`src/wfd_pkg.sv`:
```
`default_nettype none

package wfd_pkg;

	////////////////////////////////////////
	// Trigger token and FIFO entry
	////////////////////////////////////////
	localparam int TOKEN_W = 10;
	typedef logic [TOKEN_W-1:0] token_t;

	typedef struct packed {
		logic   err;	// Parity error seen on the line
		token_t tok;
	} tok_entry_t;

	////////////////////////////////////////
	// Gigabit link words
	////////////////////////////////////////
	localparam int GTP_W = 16;
	typedef logic [GTP_W-1:0] gtp_word_t;

	localparam gtp_word_t  COMMA_WORD = 16'h00BC;	// K28.5 idle
	localparam logic [4:0] TOKEN_TAG  = 5'b10000;	// Marks a token word

	////////////////////////////////////////
	// APB register map
	////////////////////////////////////////
	typedef logic [3:0]  apb_addr_t;
	typedef logic [31:0] csr_word_t;

	localparam apb_addr_t ADDR_CTRL    = 4'h0;
	localparam apb_addr_t ADDR_TOKCNT  = 4'h4;
	localparam apb_addr_t ADDR_STATUS  = 4'h8;
	localparam apb_addr_t ADDR_VERSION = 4'hC;

	localparam csr_word_t VERSION_WORD = 32'h0125_0103;

	localparam int LED_N = 3;	// Front panel LEDs

endpackage

`default_nettype wire

```
`src/trig_token_rcv.sv`:
```
`timescale 1ns/1ps
`default_nettype none

module trig_token_rcv (
	input  wire            CLK125,
	input  wire            rst_i,
	input  wire            ser_trig_i,	// Serial trigger, idles low
	output wfd_pkg::token_t tok_o,
	output logic           tok_rdy_o,
	output logic           tok_err_o
);
	import wfd_pkg::*;

	logic               busy;	// Inside a frame
	logic [3:0]         bit_cnt;	// Bits taken after the start bit
	logic [TOKEN_W-1:0] shreg;	// Token bits, MSB first

	////////////////////////////////////////
	// Start hunt and bit gathering
	////////////////////////////////////////
	always_ff @(posedge CLK125) begin
		if (rst_i) begin
			busy      <= 1'b0;
			bit_cnt   <= '0;
			tok_rdy_o <= 1'b0;
		end else begin
			tok_rdy_o <= 1'b0;	// Ready is a single pulse
			if (!busy) begin
				bit_cnt <= '0;
				if (ser_trig_i)	// Start bit
					busy <= 1'b1;
			end else begin
				bit_cnt <= bit_cnt + 4'd1;
				shreg   <= {shreg[TOKEN_W-2:0], ser_trig_i};
				// Eleventh bit is parity, frame done
				if (bit_cnt == 4'(TOKEN_W)) begin
					busy      <= 1'b0;
					tok_rdy_o <= 1'b1;
					tok_o     <= shreg;
					tok_err_o <= ~^{shreg, ser_trig_i};	// Odd parity expected
				end
			end
		end
	end

	// Frames are 12 cycles at least, so ready never repeats at once
	a_rdy_single: assert property (@(posedge CLK125) disable iff (rst_i)
		tok_rdy_o |=> !tok_rdy_o)
		else $error("tok_rdy_o high in two consecutive cycles");

endmodule

`default_nettype wire

```
`src/token_fifo.sv`:
```
`timescale 1ns/1ps
`default_nettype none

module token_fifo #(
	parameter int FIFO_DEPTH = 8	// Power of two
) (
	input  wire                  CLK125,
	input  wire                  rst_i,
	input  wire                  push_i,
	input  wfd_pkg::tok_entry_t  push_data_i,
	input  wire                  pop_i,
	output wfd_pkg::tok_entry_t  head_o,
	output logic                 empty_o,
	output logic                 overflow_o
);
	import wfd_pkg::*;

	localparam int AW = $clog2(FIFO_DEPTH);

	tok_entry_t  mem [FIFO_DEPTH];
	logic [AW:0] wr_ptr;	// Extra MSB tells full from empty
	logic [AW:0] rd_ptr;
	logic        full;

	assign empty_o = (wr_ptr == rd_ptr);
	assign full    = (wr_ptr == {~rd_ptr[AW], rd_ptr[AW-1:0]});
	assign head_o  = mem[rd_ptr[AW-1:0]];	// Head shown ahead of pop

	////////////////////////////////////////
	// Storage
	////////////////////////////////////////
	always_ff @(posedge CLK125) begin
		if (push_i && !full)
			mem[wr_ptr[AW-1:0]] <= push_data_i;
	end

	////////////////////////////////////////
	// Pointers and overflow pulse
	////////////////////////////////////////
	always_ff @(posedge CLK125) begin
		if (rst_i) begin
			wr_ptr     <= '0;
			rd_ptr     <= '0;
			overflow_o <= 1'b0;
		end else begin
			if (push_i && !full)
				wr_ptr <= wr_ptr + 1'b1;
			if (pop_i)
				rd_ptr <= rd_ptr + 1'b1;
			overflow_o <= push_i & full;	// Entry dropped
		end
	end

	// Consumer must look at empty_o before popping
	a_no_pop_empty: assert property (@(posedge CLK125) disable iff (rst_i)
		pop_i |-> !empty_o)
		else $error("pop while token FIFO empty");

endmodule

`default_nettype wire

```
`src/gtp_token_tx.sv`:
```
`timescale 1ns/1ps
`default_nettype none

module gtp_token_tx (
	input  wire                  CLK125,
	input  wire                  rst_i,
	input  wire                  empty_i,
	input  wfd_pkg::tok_entry_t  head_i,
	input  wire                  enable_i,	// From CTRL
	input  wire                  inhibit_i,	// From CTRL
	output logic                 pop_o,
	output wfd_pkg::gtp_word_t   gtp_word_o,
	output logic                 gtp_kchar_o
);
	import wfd_pkg::*;

	// Send only with a token waiting and the host allowing it
	assign pop_o = !empty_i && enable_i && !inhibit_i;

	////////////////////////////////////////
	// Registered link word
	////////////////////////////////////////
	always_ff @(posedge CLK125) begin
		if (rst_i) begin
			gtp_word_o  <= COMMA_WORD;
			gtp_kchar_o <= 1'b1;
		end else if (pop_o) begin
			gtp_word_o  <= {TOKEN_TAG, head_i};	// Tag, error flag, token
			gtp_kchar_o <= 1'b0;	// Data character
		end else begin
			// Keep the link aligned with commas
			gtp_word_o  <= COMMA_WORD;
			gtp_kchar_o <= 1'b1;
		end
	end

endmodule

`default_nettype wire

```
`src/csr_apb.sv`:
```
`timescale 1ns/1ps
`default_nettype none

module csr_apb (
	input  wire                 CLK125,
	input  wire                 rst_i,
	input  wire                 psel_i,
	input  wire                 penable_i,
	input  wire                 pwrite_i,
	input  wfd_pkg::apb_addr_t  paddr_i,
	input  wfd_pkg::csr_word_t  pwdata_i,
	output wfd_pkg::csr_word_t  prdata_o,
	output logic                pslverr_o,
	input  wire                 tok_rdy_i,
	input  wire                 tok_err_i,
	input  wire                 overflow_i,
	input  wire                 fifo_empty_i,
	output logic                enable_o,
	output logic                inhibit_o
);
	import wfd_pkg::*;

	logic        access;	// APB access phase
	logic        bad_addr;
	logic        ro_write;	// Write to a read-only register
	logic        wr_ok;
	logic [15:0] good_cnt;
	logic [15:0] err_cnt;
	logic        ovf_flag;	// Sticky overflow

	////////////////////////////////////////
	// Decode
	////////////////////////////////////////
	assign access   = psel_i & penable_i;
	assign bad_addr = !(paddr_i inside {ADDR_CTRL, ADDR_TOKCNT, ADDR_STATUS, ADDR_VERSION});
	assign ro_write = pwrite_i && (paddr_i == ADDR_TOKCNT || paddr_i == ADDR_VERSION);
	assign pslverr_o = access & (bad_addr | ro_write);
	assign wr_ok     = access & pwrite_i & !bad_addr & !ro_write;

	always_comb begin
		case (paddr_i)
			ADDR_CTRL:    prdata_o = {30'd0, inhibit_o, enable_o};
			ADDR_TOKCNT:  prdata_o = {err_cnt, good_cnt};
			ADDR_STATUS:  prdata_o = {30'd0, fifo_empty_i, ovf_flag};
			ADDR_VERSION: prdata_o = VERSION_WORD;
			default:      prdata_o = '0;
		endcase
	end

	////////////////////////////////////////
	// Registers and counters
	////////////////////////////////////////
	always_ff @(posedge CLK125) begin
		if (rst_i) begin
			enable_o  <= 1'b0;
			inhibit_o <= 1'b0;
			good_cnt  <= '0;
			err_cnt   <= '0;
			ovf_flag  <= 1'b0;
		end else begin
			if (wr_ok && paddr_i == ADDR_CTRL) begin
				enable_o  <= pwdata_i[0];
				inhibit_o <= pwdata_i[1];
			end
			// Saturating token counters
			if (tok_rdy_i && !tok_err_i && good_cnt != 16'hFFFF)
				good_cnt <= good_cnt + 16'd1;
			if (tok_rdy_i && tok_err_i && err_cnt != 16'hFFFF)
				err_cnt <= err_cnt + 16'd1;
			// New overflow wins over a clear in the same cycle
			if (overflow_i)
				ovf_flag <= 1'b1;
			else if (wr_ok && paddr_i == ADDR_STATUS && pwdata_i[0])
				ovf_flag <= 1'b0;
		end
	end

	// Access phase must follow a setup phase
	a_apb_setup: assert property (@(posedge CLK125) disable iff (rst_i)
		penable_i |-> psel_i && $past(psel_i && !penable_i))
		else $error("APB access without setup phase");

endmodule

`default_nettype wire

```
`src/led_stretch.sv`:
```
`timescale 1ns/1ps
`default_nettype none

module led_stretch #(
	parameter int LED_STRETCH = 8	// Lit cycles after the event ends
) (
	input  wire  CLK125,
	input  wire  rst_i,
	input  wire  event_i,
	output logic led_o
);
	localparam int CW = $clog2(LED_STRETCH + 1);

	logic [CW-1:0] cnt;	// Cycles left to stay lit

	always_ff @(posedge CLK125) begin
		if (rst_i)
			cnt <= '0;
		else if (event_i)
			cnt <= CW'(LED_STRETCH);	// Reload while active
		else if (cnt != '0)
			cnt <= cnt - 1'b1;
	end

	assign led_o = (cnt != '0);

endmodule

`default_nettype wire

```
`src/trig_link_top.sv`:
```
`timescale 1ns/1ps
`default_nettype none

module trig_link_top #(
	parameter int FIFO_DEPTH  = 8,
	parameter int LED_STRETCH = 8
) (
	input  wire                        CLK125,
	input  wire                        rst_i,
	input  wire                        ser_trig_i,
	// APB from the host
	input  wire                        psel_i,
	input  wire                        penable_i,
	input  wire                        pwrite_i,
	input  wfd_pkg::apb_addr_t         paddr_i,
	input  wfd_pkg::csr_word_t         pwdata_i,
	output wfd_pkg::csr_word_t         prdata_o,
	output logic                       pslverr_o,
	// Gigabit link transmit word
	output wfd_pkg::gtp_word_t         gtp_word_o,
	output logic                       gtp_kchar_o,
	output logic [wfd_pkg::LED_N-1:0]  led_o
);
	import wfd_pkg::*;

	token_t           tok;
	logic             tok_rdy;
	logic             tok_err;
	tok_entry_t       push_entry;
	tok_entry_t       head;
	logic             fifo_empty;
	logic             overflow;
	logic             pop;
	logic             enable;
	logic             inhibit;
	logic [LED_N-1:0] led_event;

	assign push_entry = {tok_err, tok};

	////////////////////////////////////////
	// Token path
	////////////////////////////////////////
	trig_token_rcv i_rcv (
		.CLK125(CLK125), .rst_i(rst_i), .ser_trig_i(ser_trig_i),
		.tok_o(tok), .tok_rdy_o(tok_rdy), .tok_err_o(tok_err)
	);

	token_fifo #(.FIFO_DEPTH(FIFO_DEPTH)) i_fifo (
		.CLK125(CLK125), .rst_i(rst_i),
		.push_i(tok_rdy), .push_data_i(push_entry), .pop_i(pop),	// No back-pressure
		.head_o(head), .empty_o(fifo_empty), .overflow_o(overflow)
	);

	gtp_token_tx i_tx (
		.CLK125(CLK125), .rst_i(rst_i),
		.empty_i(fifo_empty), .head_i(head), .enable_i(enable), .inhibit_i(inhibit),
		.pop_o(pop), .gtp_word_o(gtp_word_o), .gtp_kchar_o(gtp_kchar_o)
	);

	////////////////////////////////////////
	// Host registers
	////////////////////////////////////////
	csr_apb i_csr (
		.CLK125(CLK125), .rst_i(rst_i),
		.psel_i(psel_i), .penable_i(penable_i), .pwrite_i(pwrite_i),
		.paddr_i(paddr_i), .pwdata_i(pwdata_i),
		.prdata_o(prdata_o), .pslverr_o(pslverr_o),
		.tok_rdy_i(tok_rdy), .tok_err_i(tok_err),
		.overflow_i(overflow), .fifo_empty_i(fifo_empty),
		.enable_o(enable), .inhibit_o(inhibit)
	);

	// LED 0 yellow error, LED 1 token seen, LED 2 no inhibit
	assign led_event[0] = (tok_rdy & tok_err) | overflow;
	assign led_event[1] = tok_rdy;
	assign led_event[2] = ~inhibit;

	for (genvar i = 0; i < LED_N; i++) begin : g_led
		led_stretch #(.LED_STRETCH(LED_STRETCH)) i_led (
			.CLK125(CLK125), .rst_i(rst_i),
			.event_i(led_event[i]), .led_o(led_o[i])
		);
	end

endmodule

`default_nettype wire

```
`config.mk`:
```
export PLATFORM = sky130hd
export DESIGN_NAME = trig_link_top
export DESIGN_NICKNAME = d
export VERILOG_FILES = /design/src/wfd_pkg.sv /design/src/trig_token_rcv.sv /design/src/token_fifo.sv /design/src/gtp_token_tx.sv /design/src/csr_apb.sv /design/src/led_stretch.sv /design/src/trig_link_top.sv
export SDC_FILE = /design/constraint.sdc
export NUM_CORES = 1
export LEC_CHECK = 0
export ABC_AREA = 1
export BUFFER_PORTS_ARGS = -buffer_cell sky130_fd_sc_hd__buf_2
export CAP_MARGIN = 20
export CORE_UTILIZATION = 50
export CTS_CLUSTER_DIAMETER = 120
export DETAILED_ROUTE_END_ITERATION = 10
export GPL_TIMING_DRIVEN = 0
export PLACE_DENSITY = 0.7
export SLEW_MARGIN = 0
export SYNTH_ARGS = -nofsm -noshare
export SYNTH_HDL_FRONTEND = slang
export SYNTH_SLANG_ARGS = --single-unit
```
`constraint.sdc`:
```
create_clock -name CLK125 -period 2.85 [get_ports CLK125]
set_input_delay 0.57 -clock CLK125 [delete_from_list [all_inputs] [get_ports CLK125]]
set_output_delay 0.57 -clock CLK125 [all_outputs]
set_load 0.01 [all_outputs]
```
==> results by group <==
Timing
  • RSZ-0062 raised after global routing: no
  • Final setup violation count: 0
  • Final Hold Viols: 0
  • Max_slew headroom: around 37%
  • Slew Viols, Final: 0
  • Tmin final: roughly 2.6 ns
  • Clock Skew: 0.008667 ns
  • Final Cycle Share: about nine tenths
  • Setup TNS: 0 ns
  • Final critical-path setup slack: between 0.2 and 0.3 ns
  • Worst slew pin tran: roughly 0.94 ns
  • Hold_ws: between 0.3 and 0.4 ns
  • Peak Freq: between 0.3 and 0.4 GHz

Synth
  • Syn_area_per_cell: between 9 and 10 sq um
  • Top cell type's share of synthesized area: between 40 and 50%
  • Post-synthesis register bit count: 187
  • Largest cells by area after synthesis: edfxtp_1 40%, dfxtp_1 19%, nand2_1 7.4%
  • Synth cell types: 33
  • Synth warn: 0
  • Part of the Yosys area used for sequential elements: around three fifths
  • Syn Std Cell Area: 0.008134 sq mm
  • Synthesized instance count: ~870
  • Synth area leader: edfxtp_1

Worst setup path
  • Crit path launch type: input port
  • CP Max Fanout: 12
  • Arr. time, crit path: ~2.6 ns
  • RR Startpoint: i_rcv.busy
  • Worst Path Required: about 2.9 ns
  • R2R Setup Slk: ~0.33 ns
  • Worst R2R End: i_rcv.tok_o[3]
  • Kind of critical path: input port to flop
  • Worst setup EP type: flop
  • Reg2reg path depth: 4

Hold path
  • Hold endpoint: i_csr.inhibit_o
  • Min-delay src: pwdata_i[1]
  • Hold Path Class: input port to flop
  • Hold path depth: 3

Run status
  • Status: complete, no violations

CTS
  • TritonCTS Buffers: 17
  • CTS sink count: about 190
  • Maximum clock path buffer count: 2
  • Worst-Skew Late Latency: 0.43 ns
  • Hold Buf Count CTS: 0
  • Reg clk slew, reported paths: about 0.06 ns
  • Number of gates resized after CTS: 0
  • Setup bufs post-CTS: 0
  • CTS tree: built
  • Clock H-tree levels: 4
  • Clock root cell: clkbuf_16

Layout
  • Antenna diode count: 0
  • Most common cell after layout, fill and taps aside: nand2_1
  • Filler cells: 1409
  • Final Core Density: ~60%
  • Final #Nets: between 1000 and 1500
  • Post-route design area: 0.009378 sq mm
  • Fraction of final layout cells sized beyond drive strength 1: 13.85%
  • Non-filler instance count after layout: between 1000 and 1500
  • Most frequent cells in the layout: 160 x nand2_1, 150 x nor2_1, 109 x edfxtp_1, 78 x dfxtp_1, 74 x inv_1
  • Area growth, synth to finish: 15.29%

Place
  • Hpwl dp: between 10000 and 15000 microns
  • Placed inst area: about 0.0088 sq mm
  • DP Cell Count: 1159
  • GPL Wtd Cong: 0.8283
  • I/O Buffers: 58
  • Pre-CTS setup slack: -0.2006 ns

GRT
  • GRT Overall Usage: between 20% and 30%
  • Antenna violations before repair: 0
  • Largest net degree at the start of global routing: 17
  • First-pass GRT wire length: ~28000 microns
  • Vias in the first global route: between 5000 and 6000
  • Global route overflow: 0

Die
  • Core area: roughly 0.016 sq mm
  • Die area: roughly 0.017 sq mm
  • Die Width: 129.5 microns
  • Initial Util: between 50 and 60%
  • Row count: 46
  • Die H: 129.5 microns
  • Num ports: 95

Power and ir drop
  • Power, Total: approximately 5.6 mW
  • P_leak: 3.468 nW
  • PD cells: approximately 600 mW/mm^2
  • Worst VDD drop: ~460 uV

Drt
  • Drt wl/cell: 14.46 microns
  • DRC viols: 0
  • Post-route ant nets: 0
  • Detailed Route WL: around 17000 microns
  • First-pass iteration count of the detailed router: 4
  • DRT iter0 DRCs: 400
  • Via density: 5.118
  • DR vias: ~6100

Flow run
  • Max Cap Viol: 0
-- flip-flops by register name, indices dropped and copies added, names as in the netlist, 4 cells and up, named ones only --
name             count
g_led.i_led.cnt     12
i_rcv.shreg         10
i_fifo.rd_ptr        4
i_rcv.bit_cnt        4
i_rcv.tok_o         10
i_fifo.mem          88
i_tx.gtp_word_o     12
i_csr.err_cnt       16
i_fifo.wr_ptr        4
i_csr.good_cnt      16
-- cells in the mapped netlist --
cell type	count
edfxtp_1	109
inv_2	3
dfxtp_1	78
o211ai_1	3
inv_1	74
a211oi_1	3
buf_6	2
nand3_1	37
o21ai_2	2
o31ai_1	1
xor2_1	19
nor2_4	2
or2_2	1
buf_4	8
nor2_1	150
a21boi_4	1
ha_1	12
nor2_2	3
buf_2	7
nor3_1	14
o21ai_0	62
nand3_2	2
nand2_1	160
a21oi_1	47
nand4_1	10
o22ai_1	22
clkinv_1	1
nand2_2	3
conb_1	1
xnor2_1	13
clkbuf_1	18
a31oi_1	2
a21oi_2	4
-- cell families (layout without fill, tap and decap cells) --
kind of cell / count (synthesis) / in the layout / synth area share, %
flops: 187 / 187 / 59.44
other cells: 1 / 4 / 0.04610
simple gates: 382 / 382 / 19.27
compound gates: 147 / 147 / 10.08
fa+ha+maj: 12 / 12 / 1.846
buf+inv: 113 / 211 / 5.876
xor+xnor: 32 / 32 / 3.446
-- where the power goes --
group          internal [mW]  total, mW  switching, mW
clock                   1.29       2.29          0.992
combinational          0.178      0.409          0.230
sequential              2.89       2.92         0.0356
total                   4.36       5.62           1.26
-- worst max-delay path: stages --
cell and delay (ns):
clkbuf_1 0.21, nor2_1 0.78, inv_1 0.25, nor2_1 0.78
-- worst max-delay path by stage --
stage                     depth (start not counted)  slack (ns)               end              from
after global placement                            6       -0.23  i_fifo.mem[1][5]  i_fifo.wr_ptr[2]
after CTS                                         4        0.25   i_rcv.tok_err_o             rst_i
final                                             4        0.29    i_rcv.tok_o[3]             rst_i
after detailed placement                          4       -0.20    i_rcv.tok_o[7]             rst_i
after global routing                              4        0.07    i_rcv.tok_o[4]             rst_i
after floorplan                                   4        0.48   i_rcv.tok_err_o             rst_i
-- area by class of cell --
class	instances	area, sq um	share of cell area (%)
buffer	35	185.2	1.975
clock buffer	22	444.2	4.736
tap	216	270.3	2.882
multi-input combinational	577	2853	30.42
inverter	78	292.8	3.122
clock inverter	10	121.4	1.294
timing repair buffer	66	376.6	4.016
sequential	187	4835	51.55
-- per-layer routing --
layer,GRT usage [%],vias to the layer above,part of all wire [%]
met2,35.80,164,48
li1,-,3085,-
met4,8.550,0,1.7
met1,28.91,2820,46
met3,3.179,26,4.7
met5,0,-,0
(Power assumes the default switching activity.)
